### src/opstage_pkg.sv
// Shared types and constants for the operand stage
// Instruction words are always 32 bits whatever the data width
// The immediate is 16 bits so the data width must be at least 16
// Opcodes outside the list below decode as no-ops that never write

package opstage_pkg;

	// Default operand width
	localparam int DATA_WIDTH = 32;

	// 32 architectural registers
	localparam int REG_ADDR_W = 5;

	//////////////////////////////////////////////////////////////////////
	// Instruction word
	//////////////////////////////////////////////////////////////////////

	// Same 32 bits read as register-register or register-immediate
	typedef union packed {
		struct packed {
			logic [5:0]  opcode;
			logic [4:0]  rd;
			logic [4:0]  ra;
			logic [4:0]  rb;
			logic [10:0] func;  // reserved
		} r_fmt;
		struct packed {
			logic [5:0]  opcode;
			logic [4:0]  rd;
			logic [4:0]  ra;
			logic [15:0] imm;
		} i_fmt;
	} insn_t;

	// Register-register opcodes
	localparam logic [5:0] OP_ADD  = 6'h20;
	localparam logic [5:0] OP_SUB  = 6'h21;
	localparam logic [5:0] OP_AND  = 6'h22;
	localparam logic [5:0] OP_OR   = 6'h23;
	localparam logic [5:0] OP_XOR  = 6'h24;

	// Register-immediate opcode
	localparam logic [5:0] OP_ADDI = 6'h27;

	//////////////////////////////////////////////////////////////////////
	// Stage control codes
	//////////////////////////////////////////////////////////////////////

	// ALU function carried from decode into EX
	typedef enum logic [2:0] {
		ALU_ADD = 3'd0,
		ALU_SUB = 3'd1,
		ALU_AND = 3'd2,
		ALU_OR  = 3'd3,
		ALU_XOR = 3'd4
	} alu_op_t;

	// Operand source select
	typedef enum logic [1:0] {
		SEL_RF      = 2'd0,
		SEL_IMM     = 2'd1,
		SEL_EX_FORW = 2'd2,
		SEL_WB_FORW = 2'd3
	} sel_t;

endpackage

### src/reg_file.sv
// Register file with 32 entries
// Two combinational read ports and one write port on the rising edge
// Register 0 always reads zero and ignores writes
// A write is seen on the read ports only after its edge
// Reset clears every entry

`timescale 1ns/1ps

module reg_file import opstage_pkg::*; #(
	parameter int width = DATA_WIDTH
) (
	input  logic                  clk,
	input  logic                  reset,
	input  logic [REG_ADDR_W-1:0] ra_addr,
	input  logic [REG_ADDR_W-1:0] rb_addr,
	input  logic                  we,
	input  logic [REG_ADDR_W-1:0] wd_addr,
	input  logic [width-1:0]      wd_data,
	output logic [width-1:0]      rf_dataa,
	output logic [width-1:0]      rf_datab
);

	// Storage
	logic [width-1:0] regs [2**REG_ADDR_W];

	// Write port
	always_ff @(posedge clk) begin
		if (reset) begin
			// Known start values for the whole array
			for (int i = 0; i < 2**REG_ADDR_W; i++) begin
				regs[i] <= '0;
			end
		end else if (we && (wd_addr != '0)) begin
			regs[wd_addr] <= wd_data;
		end
	end

	// Read port A
	// Register 0 forced to zero
	assign rf_dataa = (ra_addr == '0) ? '0 : regs[ra_addr];

	// Read port B
	assign rf_datab = (rb_addr == '0) ? '0 : regs[rb_addr];

endmodule

### src/forward_select.sv
// Decode and forwarding select, purely combinational
// EX and WB destinations arrive with their valid bits already qualified
// Register 0 is never forwarded
// Unknown opcodes give id_valid low

`timescale 1ns/1ps

module forward_select import opstage_pkg::*; #(
	parameter int width = DATA_WIDTH
) (
	input  insn_t                 insn,
	input  logic                  insn_valid,
	input  logic [REG_ADDR_W-1:0] ex_rd,
	input  logic                  ex_valid,
	input  logic [REG_ADDR_W-1:0] wb_rd,
	input  logic                  wb_valid,
	output logic [REG_ADDR_W-1:0] ra_addr,
	output logic [REG_ADDR_W-1:0] rb_addr,
	output sel_t                  sel_a,
	output sel_t                  sel_b,
	output logic [width-1:0]      simm,
	output logic [REG_ADDR_W-1:0] id_rd,
	output alu_op_t               id_op,
	output logic                  id_valid
);

	logic is_imm;
	logic known_op;

	// Forwarding priority for one source
	// Nearest producer wins
	function automatic sel_t src_sel(
		input logic [REG_ADDR_W-1:0] src,
		input logic [REG_ADDR_W-1:0] e_rd,
		input logic                  e_vld,
		input logic [REG_ADDR_W-1:0] w_rd,
		input logic                  w_vld
	);
		sel_t sel;
		if (src == '0) begin
			sel = SEL_RF;
		end else if (e_vld && (e_rd == src)) begin
			sel = SEL_EX_FORW;
		end else if (w_vld && (w_rd == src)) begin
			sel = SEL_WB_FORW;
		end else begin
			sel = SEL_RF;
		end
		return sel;
	endfunction

	//////////////////////////////////////////////////////////////////////
	// Opcode decode
	//////////////////////////////////////////////////////////////////////

	// Opcode sits in the same bits in both layouts
	always_comb begin
		is_imm   = 1'b0;
		known_op = 1'b1;
		id_op    = ALU_ADD;
		case (insn.r_fmt.opcode)
			OP_ADD:  id_op = ALU_ADD;
			OP_SUB:  id_op = ALU_SUB;
			OP_AND:  id_op = ALU_AND;
			OP_OR:   id_op = ALU_OR;
			OP_XOR:  id_op = ALU_XOR;
			OP_ADDI: begin
				id_op  = ALU_ADD;
				is_imm = 1'b1;
			end
			default: known_op = 1'b0;
		endcase
	end

	// rd and ra share their bits in both layouts
	assign ra_addr  = insn.r_fmt.ra;
	assign id_rd    = insn.r_fmt.rd;
	assign rb_addr  = insn.r_fmt.rb;   // don't care for addi
	assign simm     = {{(width-16){insn.i_fmt.imm[15]}}, insn.i_fmt.imm};
	assign id_valid = insn_valid && known_op;

	// Operand selects
	// Immediate overrides any hazard on B
	assign sel_a = src_sel(ra_addr, ex_rd, ex_valid, wb_rd, wb_valid);
	assign sel_b = is_imm ? SEL_IMM : src_sel(rb_addr, ex_rd, ex_valid, wb_rd, wb_valid);

endmodule

### src/operand_muxes.sv
// Forwarding muxes and EX operand registers
// ex_freeze high holds both operand registers
// First id_freeze cycle saves the muxed operands for the held instruction
// Saved operands go to EX on the edge that ends the freeze
// Operand A has no immediate path

`timescale 1ns/1ps

module operand_muxes import opstage_pkg::*; #(
	parameter int width = DATA_WIDTH
) (
	input  logic             clk,
	input  logic             reset,
	input  logic             id_freeze,
	input  logic             ex_freeze,
	input  logic [width-1:0] rf_dataa,
	input  logic [width-1:0] rf_datab,
	input  logic [width-1:0] ex_forw,
	input  logic [width-1:0] wb_forw,
	input  logic [width-1:0] simm,
	input  sel_t             sel_a,
	input  sel_t             sel_b,
	output logic [width-1:0] operand_a,
	output logic [width-1:0] operand_b,
	output logic [width-1:0] muxed_a,
	output logic [width-1:0] muxed_b
);

	// Lane 0 is operand A and lane 1 is operand B
	logic [width-1:0] mux_lane [2];
	logic [width-1:0] op_lane  [2];
	logic             saved    [2];

	//////////////////////////////////////////////////////////////////////
	// Forwarding muxes
	//////////////////////////////////////////////////////////////////////

	always_comb begin
		// Operand A
		case (sel_a)
			SEL_EX_FORW: mux_lane[0] = ex_forw;
			SEL_WB_FORW: mux_lane[0] = wb_forw;
			default:     mux_lane[0] = rf_dataa;
		endcase
		// Operand B
		case (sel_b)
			SEL_IMM:     mux_lane[1] = simm;
			SEL_EX_FORW: mux_lane[1] = ex_forw;
			SEL_WB_FORW: mux_lane[1] = wb_forw;
			default:     mux_lane[1] = rf_datab;
		endcase
	end

	//////////////////////////////////////////////////////////////////////
	// Operand registers
	//////////////////////////////////////////////////////////////////////

	for (genvar i = 0; i < 2; i++) begin : g_lane
		always_ff @(posedge clk) begin
			if (reset) begin
				op_lane[i] <= '0;
				saved[i]   <= 1'b0;
			end else if (!ex_freeze && id_freeze && !saved[i]) begin
				// First ID-only freeze cycle
				op_lane[i] <= mux_lane[i];
				saved[i]   <= 1'b1;
			end else if (!ex_freeze && !saved[i]) begin
				op_lane[i] <= mux_lane[i];
			end else if (!ex_freeze && !id_freeze) begin
				// Freeze over, keep the saved value one more cycle
				saved[i] <= 1'b0;
			end
		end
	end

	assign muxed_a   = mux_lane[0];
	assign muxed_b   = mux_lane[1];
	assign operand_a = op_lane[0];
	assign operand_b = op_lane[1];

endmodule

### src/exec_unit.sv
// Single-cycle execute stage and writeback register
// ex_freeze holds EX and WB and blocks the commit
// id_freeze alone sends a bubble into EX
// wb_commit is also the register file write enable
// ALU wraps on overflow

`timescale 1ns/1ps

module exec_unit import opstage_pkg::*; #(
	parameter int width = DATA_WIDTH
) (
	input  logic                  clk,
	input  logic                  reset,
	input  logic                  id_freeze,
	input  logic                  ex_freeze,
	input  logic                  id_valid,
	input  alu_op_t               id_op,
	input  logic [REG_ADDR_W-1:0] id_rd,
	input  logic [width-1:0]      operand_a,
	input  logic [width-1:0]      operand_b,
	output logic [width-1:0]      ex_forw,
	output logic [REG_ADDR_W-1:0] ex_rd,
	output logic                  ex_valid,
	output logic [width-1:0]      wb_forw,
	output logic [REG_ADDR_W-1:0] wb_rd,
	output logic                  wb_valid,
	output logic                  wb_commit
);

	alu_op_t ex_op;

	//////////////////////////////////////////////////////////////////////
	// EX control register
	//////////////////////////////////////////////////////////////////////

	always_ff @(posedge clk) begin
		if (reset) begin
			ex_valid <= 1'b0;
			ex_op    <= ALU_ADD;
		end else if (!ex_freeze) begin
			if (id_freeze) begin
				// Bubble while decode waits
				ex_valid <= 1'b0;
			end else begin
				ex_valid <= id_valid;
				ex_op    <= id_op;
			end
		end
	end

	// Destination only matters while ex_valid is set
	always_ff @(posedge clk) begin
		if (!ex_freeze && !id_freeze) begin
			ex_rd <= id_rd;
		end
	end

	// ALU
	always_comb begin
		case (ex_op)
			ALU_ADD: ex_forw = operand_a + operand_b;
			ALU_SUB: ex_forw = operand_a - operand_b;
			ALU_AND: ex_forw = operand_a & operand_b;
			ALU_OR:  ex_forw = operand_a | operand_b;
			ALU_XOR: ex_forw = operand_a ^ operand_b;
			default: ex_forw = operand_a + operand_b;
		endcase
	end

	//////////////////////////////////////////////////////////////////////
	// WB register
	//////////////////////////////////////////////////////////////////////

	always_ff @(posedge clk) begin
		if (reset) begin
			wb_valid <= 1'b0;
		end else if (!ex_freeze) begin
			wb_valid <= ex_valid;
		end
	end

	// Result and destination
	always_ff @(posedge clk) begin
		if (!ex_freeze) begin
			wb_forw <= ex_forw;
			wb_rd   <= ex_rd;
		end
	end

	// One pulse per instruction since WB advances on the same condition
	assign wb_commit = wb_valid && !ex_freeze;

endmodule

### src/operand_stage.sv
// Operand stage top level
// The environment holds insn steady while either freeze is high
// Results appear on wb_data in the cycle wb_commit is high
// Up to two instructions are in flight past decode

`timescale 1ns/1ps

module operand_stage import opstage_pkg::*; #(
	parameter int width = DATA_WIDTH
) (
	input  logic                  clk,
	input  logic                  reset,
	input  insn_t                 insn,
	input  logic                  insn_valid,
	input  logic                  id_freeze,
	input  logic                  ex_freeze,
	output logic [width-1:0]      operand_a,
	output logic [width-1:0]      operand_b,
	output logic                  wb_commit,
	output logic [REG_ADDR_W-1:0] wb_rd,
	output logic [width-1:0]      wb_data
);

	// Decode to register file and operand muxes
	logic [REG_ADDR_W-1:0] ra_addr;
	logic [REG_ADDR_W-1:0] rb_addr;
	sel_t                  sel_a;
	sel_t                  sel_b;
	logic [width-1:0]      simm;
	logic [REG_ADDR_W-1:0] id_rd;
	alu_op_t               id_op;
	logic                  id_valid;

	// Register file read data
	logic [width-1:0]      rf_dataa;
	logic [width-1:0]      rf_datab;

	// Forwarding and hazard feedback
	logic [width-1:0]      ex_forw;
	logic [REG_ADDR_W-1:0] ex_rd;
	logic                  ex_valid;
	logic                  wb_valid;

	reg_file #(.width(width)) reg_file_inst (
		.clk      (clk),
		.reset    (reset),
		.ra_addr  (ra_addr),
		.rb_addr  (rb_addr),
		.we       (wb_commit),
		.wd_addr  (wb_rd),
		.wd_data  (wb_data),
		.rf_dataa (rf_dataa),
		.rf_datab (rf_datab)
	);

	forward_select #(.width(width)) forward_select_inst (
		.insn       (insn),
		.insn_valid (insn_valid),
		.ex_rd      (ex_rd),
		.ex_valid   (ex_valid),
		.wb_rd      (wb_rd),
		.wb_valid   (wb_valid),
		.ra_addr    (ra_addr),
		.rb_addr    (rb_addr),
		.sel_a      (sel_a),
		.sel_b      (sel_b),
		.simm       (simm),
		.id_rd      (id_rd),
		.id_op      (id_op),
		.id_valid   (id_valid)
	);

	// Muxed values are observed only inside the block
	operand_muxes #(.width(width)) operand_muxes_inst (
		.clk       (clk),
		.reset     (reset),
		.id_freeze (id_freeze),
		.ex_freeze (ex_freeze),
		.rf_dataa  (rf_dataa),
		.rf_datab  (rf_datab),
		.ex_forw   (ex_forw),
		.wb_forw   (wb_data),
		.simm      (simm),
		.sel_a     (sel_a),
		.sel_b     (sel_b),
		.operand_a (operand_a),
		.operand_b (operand_b),
		.muxed_a   (),
		.muxed_b   ()
	);

	// WB result doubles as the forwarding source and the write data
	exec_unit #(.width(width)) exec_unit_inst (
		.clk       (clk),
		.reset     (reset),
		.id_freeze (id_freeze),
		.ex_freeze (ex_freeze),
		.id_valid  (id_valid),
		.id_op     (id_op),
		.id_rd     (id_rd),
		.operand_a (operand_a),
		.operand_b (operand_b),
		.ex_forw   (ex_forw),
		.ex_rd     (ex_rd),
		.ex_valid  (ex_valid),
		.wb_forw   (wb_data),
		.wb_rd     (wb_rd),
		.wb_valid  (wb_valid),
		.wb_commit (wb_commit)
	);

endmodule

### config.mk
export PLATFORM = sky130hd
export DESIGN_NAME = operand_stage
export DESIGN_NICKNAME = d
export VERILOG_FILES = /design/src/opstage_pkg.sv /design/src/reg_file.sv /design/src/forward_select.sv /design/src/operand_muxes.sv /design/src/exec_unit.sv /design/src/operand_stage.sv
export SDC_FILE = /design/constraint.sdc
export NUM_CORES = 2
export LEC_CHECK = 0
export BUFFER_PORTS_ARGS = -buffer_cell sky130_fd_sc_hd__buf_2
export CORE_MARGIN = 4
export CORE_UTILIZATION = 50
export DETAILED_ROUTE_END_ITERATION = 6
export PLACE_DENSITY = 0.63
export RECOVER_POWER = 25
export SYNTH_ARGS = -nofsm -noshare
export SYNTH_HDL_FRONTEND = slang
export SYNTH_SLANG_ARGS = --single-unit
### constraint.sdc
create_clock -name clk -period 11 [get_ports clk]
set_input_delay 3.3 -clock clk [delete_from_list [all_inputs] [get_ports clk]]
set_output_delay 3.3 -clock clk [all_outputs]
set_load 0.05 [all_outputs]
## Yosys cells after proc, flatten, opt, wreduce, memory -nomap -nowiden

Memory sizes are Yosys's and may differ from the RTL's.
Index checks and enable logic that the tools add are counted.

| word-level totals | value |
|---|---|
| bits in writable memories | 1,090 |
| register bits | 47 |
| input port bits | 37 |
| logic and storage cells | 121 |
| memories | 3 |

| cells by class | value |
|---|---|
| bitwise logic cells | 13 |
| add/subtract/negate cells | 2 |
| muxes and demuxes | 55 |
| eq/ne operators | 19 |
| reductions and logical operators | 23 |

Memories:

| name | words | width | read ports | clocked after memory_dff | wr ports | RTL line | text |
|---|---|---|---|---|---|---|---|
| reg_file_inst.regs | 32 | 32 | 2 | 0 | 32 | reg_file.sv:24 | `logic [width-1:0] regs [2**REG_ADDR_W];` |
| operand_muxes_inst.op_lane | 2 | 32 | 2 | 0 | 2 | operand_muxes.sv:31 | `logic [width-1:0] op_lane [2];` |
| operand_muxes_inst.saved | 2 | 1 | 2 | 0 | 2 | operand_muxes.sv:32 | `logic saved [2];` |

Operators by type and width:

| cell | number |
|---|---|
| 2-to-1 mux 32 bit | 7 |
| case mux 32 bit (4 select lines) | 1 |
| case mux 32 bit (3 select lines) | 1 |
| case mux 32 bit (2 select lines) | 1 |
| == test 6 bit, second input constant | 6 |
| 2-to-1 mux 1 bit | 36 |
| adder 32 bit | 1 |
| bitwise AND 32 bit | 1 |
| OR 32 bit | 1 |
| OR reduction 32 bit | 1 |
| subtractor 32 bit | 1 |
| XOR 32 bit | 1 |
| == test 5 bit | 4 |
| 2-to-1 mux 2 bit | 7 |
| logical AND 1 bit | 13 |
| case mux 3 bit (4 select lines) | 1 |
| zero test 5 bit | 2 |
| == test 2 bit, second input constant | 4 |
| OR 1 bit | 8 |
| == test 3 x 2 -> 1 bit, second input constant | 2 |
| OR reduction 6 bit | 1 |
| 2-to-1 mux 5 bit | 1 |
| nonzero test 5 bit | 1 |
| zero test 1 bit | 4 |
| 5 further kinds | 6 |

## Longest topological paths before layout

| depth | value |
|---|---|
| depth after elaboration | 10 |
| mapped depth | 18 |

## Cells and area by module

A second synthesis with hierarchy kept.

| unflattened totals | value |
|---|---|
| cells, all modules | 4,661 |
| area total of the unflattened synthesis | 64,977.3 sq um |

By module, submodules not included:

| module | area an instance (sq um) | sequential area each (sq um) | cells each | times used |
|---|---|---|---|---|
| reg_file | 54,253.3 | 30,749.5 | 3,502 | 1 |
| exec_unit | 5,724.2 | 1,361.3 | 691 | 1 |
| operand_muxes | 4,284.1 | 1,981.9 | 372 | 1 |
| forward_select | 715.7 | 0.0 | 96 | 1 |

## Worst setup path after synthesis

No wires, ideal clock.

| timing | value |
|---|---|
| path type | input-to-output |
| from | input port ex_freeze |
| to | output port wb_commit |
| slack | 3,466 ps |
| data required time | 7,700 ps |
| arrival time | 4,234 ps |
| stages | 2 |
| cell sequence | clkbuf_1 > nor2b_1 |

| on the way | value |
|---|---|
| word-level cells in the longest chain between the ends | 2 |

RTL lines:

| what | RTL line | text |
|---|---|---|
| start, declared | operand_stage.sv:16 | `input logic ex_freeze,` |
| zero test 1 bit | exec_unit.sv:91 | `assign wb_commit = wb_valid && !ex_freeze;` |
| logical AND 1 bit | exec_unit.sv:91 |  |
| end, declared | operand_stage.sv:19 | `output logic wb_commit,` |

No other way between the ends.

==> metrics.md <==
| Metric | Value |
|---|---|
| Initial antenna violation count | 14 |
| Fin util | 55.40% |
| DRC viols | 0 |
| Synth Area per Inst | 14.88 sq um |
| Die Area | 133500 sq um |
| Yosys top cell area share | 53.24% |
| Cell Count, Final, Fillers Out | 6034 |
| EDFF count, synth | 1132 |
| Fin crit share | 83.59% |
| Maxcap violations | 33 |
| Yosys reg bits | 1137 |
| Minimum clock period | 9.195 ns |
| Vias in the first global route | 39880 |
| Starting DRC count in detailed routing | 5617 |
| Worst-path fanout max | 29 |
| Gpl congestion | 0.9168 |
| Relative slew slack | -115.7% |
| Worst Path Required | 11.42 ns |
| H-tree depth | 4 |
| Hold Violations, Final | 0 |
| Largest net degree at the start of global routing | 126 |
| PostCTS Resize Cnt | 0 |
| Signal arrival time at the worst endpoint | 9.62 ns |
| Die Span X | 365.3 um |
| Pwr per Cell Area | 158.0 nW/um^2 |
| Worst path cell trace | clkbuf_1, clkbuf_1, clkbuf_1, or2_2, buf_4 |
| Root buffer selected by CTS | clkbuf_16 |
| FMAX | 108.8 MHz |
| Sequential share of the synthesized area | 53.40% |
| Initial Util | 50.58% |
| Worst skew pair latency | 0.80 ns |
| Remaining Overflow, GRT | 0 |
| Most common flop cell mapped by yosys | edfxtp_1 |
| Post-CTS Hold Buffers | 0 |
| Area Growth Syn to Fin | 9.526% |
| Average routed wire per standard cell | 34.56 um |
| Peak VDD IR | 0.1263 mV |
| Die H | 365.3 um |
| RSZ-0062 raised after global routing | no |
| CTS tree | done |
| Port bufs | 138 |
| Final net count | 4413 |
| Final ANT Viol Nets | 0 |
| Hold Path Class | reg -> reg |
| # setup viols final | 0 |
| Detailed Place HPWL | 125.1 mm |
| Inst Count DP | 5796 |
| Slowest stage cell, crit path | clkbuf_1 |
| Clock sinks | 1137 |
| Failing checks | capacitance limit, slew limit |
| Asr flop ratio synth | 0% |
| Total Neg Setup Slack | 0 ns |
| Post-DR vias/cell | 6.657 |
| Global-route wire length before repair | 295.8 mm |
| Area leader, netlist | edfxtp_1 |
| Yosys warns | 0 |
| All-Layer GR Usage | 31.52% |
| Worst slew pin tran | 3.229 ns |
| Leak | 24.71 nW |
| Setup CP Type | in -> reg |
| Power, Total | 11.05 mW |
| Slowest stage delay, CP | 2.08 ns |
| Setup Skew | 0.03919 ns |
| Synth top area cells | edfxtp_1, mux4_2, and2_1 |
| Post-synth cell types | 79 |
| Final wirelength | 208.5 mm |
| Status | finished, violations left |
| I/O pin cnt | 139 |
| CTS Buf Count | 131 |
| Setup Fix Bufs, Post-CTS | 0 |
| Area of the core | 126200 sq um |
| Std-Cell Rows | 130 |
| Clock Path Buffers | 3 |
| Vias | 40170 |
| Clock transition at path regs | 0.06 ns |
| Startpoint types | input pin |
| Most common cell on crit path | clkbuf_1 |
| Synth Instances | 4292 |
| Drt pass-1 iters | 6 |
| Layout cells sized above 1 | 23.92% |
| Cell Area, Synth | 63840 sq um |
| Endpoint class of the critical path | flop |
| Final Max Slew Viols | 1096 |
[stage by stage]
step,hold slack (ns),instance area (sq um),setup slack (ns)
global placement,0.5744,66090,3.272
detailed placement,0.5653,66090,3.270
floorplan,0.4804,63960,3.466
finish,0.5841,69930,1.805
CTS,0.5759,70210,3.269
global route,0.6277,69920,1.627
[worst max-delay path: cells and delay by family]
kind	cells	cell delay [ns]
buf+inv	4	5.50
simple gates	1	0.70
[cell families after synthesis]
family                     count (synthesis)  share of synthesized area (%)
and+or+nand+nor                         1395                          12.84
DFF                                     1137                          53.40
muxes                                    695                          23.45
buffers and inverters                    509                          3.373
AOI/OAI and AO/OA                        388                          4.063
adders and majority gates                 97                          1.913
xor gates and xnor gates                  70                         0.9603
other                                      1                       0.005874
[final cells by class]
type,count,area (sq um)
fill,9980,56300
sequential,1137,34090
multi-input combinational,2677,27930
clock buffer,164,3402
tap,1650,2064
timing repair buffer,248,1395
clock inverter,72,711.9
inverter,84,320.3
antenna,2,5.005
[layout by cell type, fill, tap and decap left out, types with 46 or more instances in the layout]
cell       synthesis  layout
xnor2_1           48      48
inv_1             83      83
edfxtp_1        1132    1132
mux4_2           638     638
nand2_1           88      88
clkbuf_1         304     150
buf_2             68      46
o21ai_0           53      54
and2_1          1007     882
nor2_1           120      89
a21oi_1          121     121
ha_1              96      96
and2_0             1     126
buf_4             13      75
clkbuf_16          0     131
[synth_stat cells (33+ instances only)]
library cell / n
xnor2_1: 48
and2_1: 1007
nor2_1: 120
mux4_2: 638
ha_1: 96
a21oi_1: 121
buf_2: 68
edfxtp_1: 1132
or2_2: 33
inv_1: 83
clkbuf_1: 304
nand2_1: 88
o21ai_0: 53
[power breakdown]
group          internal, mW  total, mW  leakage (nW)  switching (mW)
logic                 0.563       1.66          11.0            1.10
clock network          2.41       4.26          1.99            1.86
registers              4.96       5.13          11.7           0.169
[final timing paths]
| kind | startpoint | endpoint | slack [ns] | cells past startpoint |
|---|---|---|---|---|
| worst min-delay path | exec_unit_inst.wb_valid | exec_unit_inst.wb_valid | 0.58 | 2 |
| worst max-delay path | reset | reg_file_inst.regs[26][3] | 1.81 | 5 |
| worst min register to register | exec_unit_inst.wb_valid | exec_unit_inst.wb_valid | 0.58 | 2 |
| worst max register to register | exec_unit_inst.ex_op[0] | operand_muxes_inst.op_lane[0][30] | 3.72 | 13 |
[state kept, by name, summed over array words and instances, names as in the netlist]
register                    count
operand_muxes_inst.saved        2
exec_unit_inst.ex_rd            5
exec_unit_inst.wb_rd            5
exec_unit_inst.ex_valid         1
exec_unit_inst.wb_valid         1
reg_file_inst.regs           1024
exec_unit_inst.ex_op            3
exec_unit_inst.wb_forw         32
operand_muxes_inst.op_lane     64
[metal layers]
layer  share of wire, %  routed length [um]  global-route usage, %  up-vias
met1                 39               82270                  44.07    20930
met4                3.1                6519                  9.539        6
met5              0.020                  41                      0        -
met2                 46               95100                  48.41     2376
li1                   -                   -                      -    16490
met3                 12               24610                  9.117      369
Power figures use the tool's default switching activity.
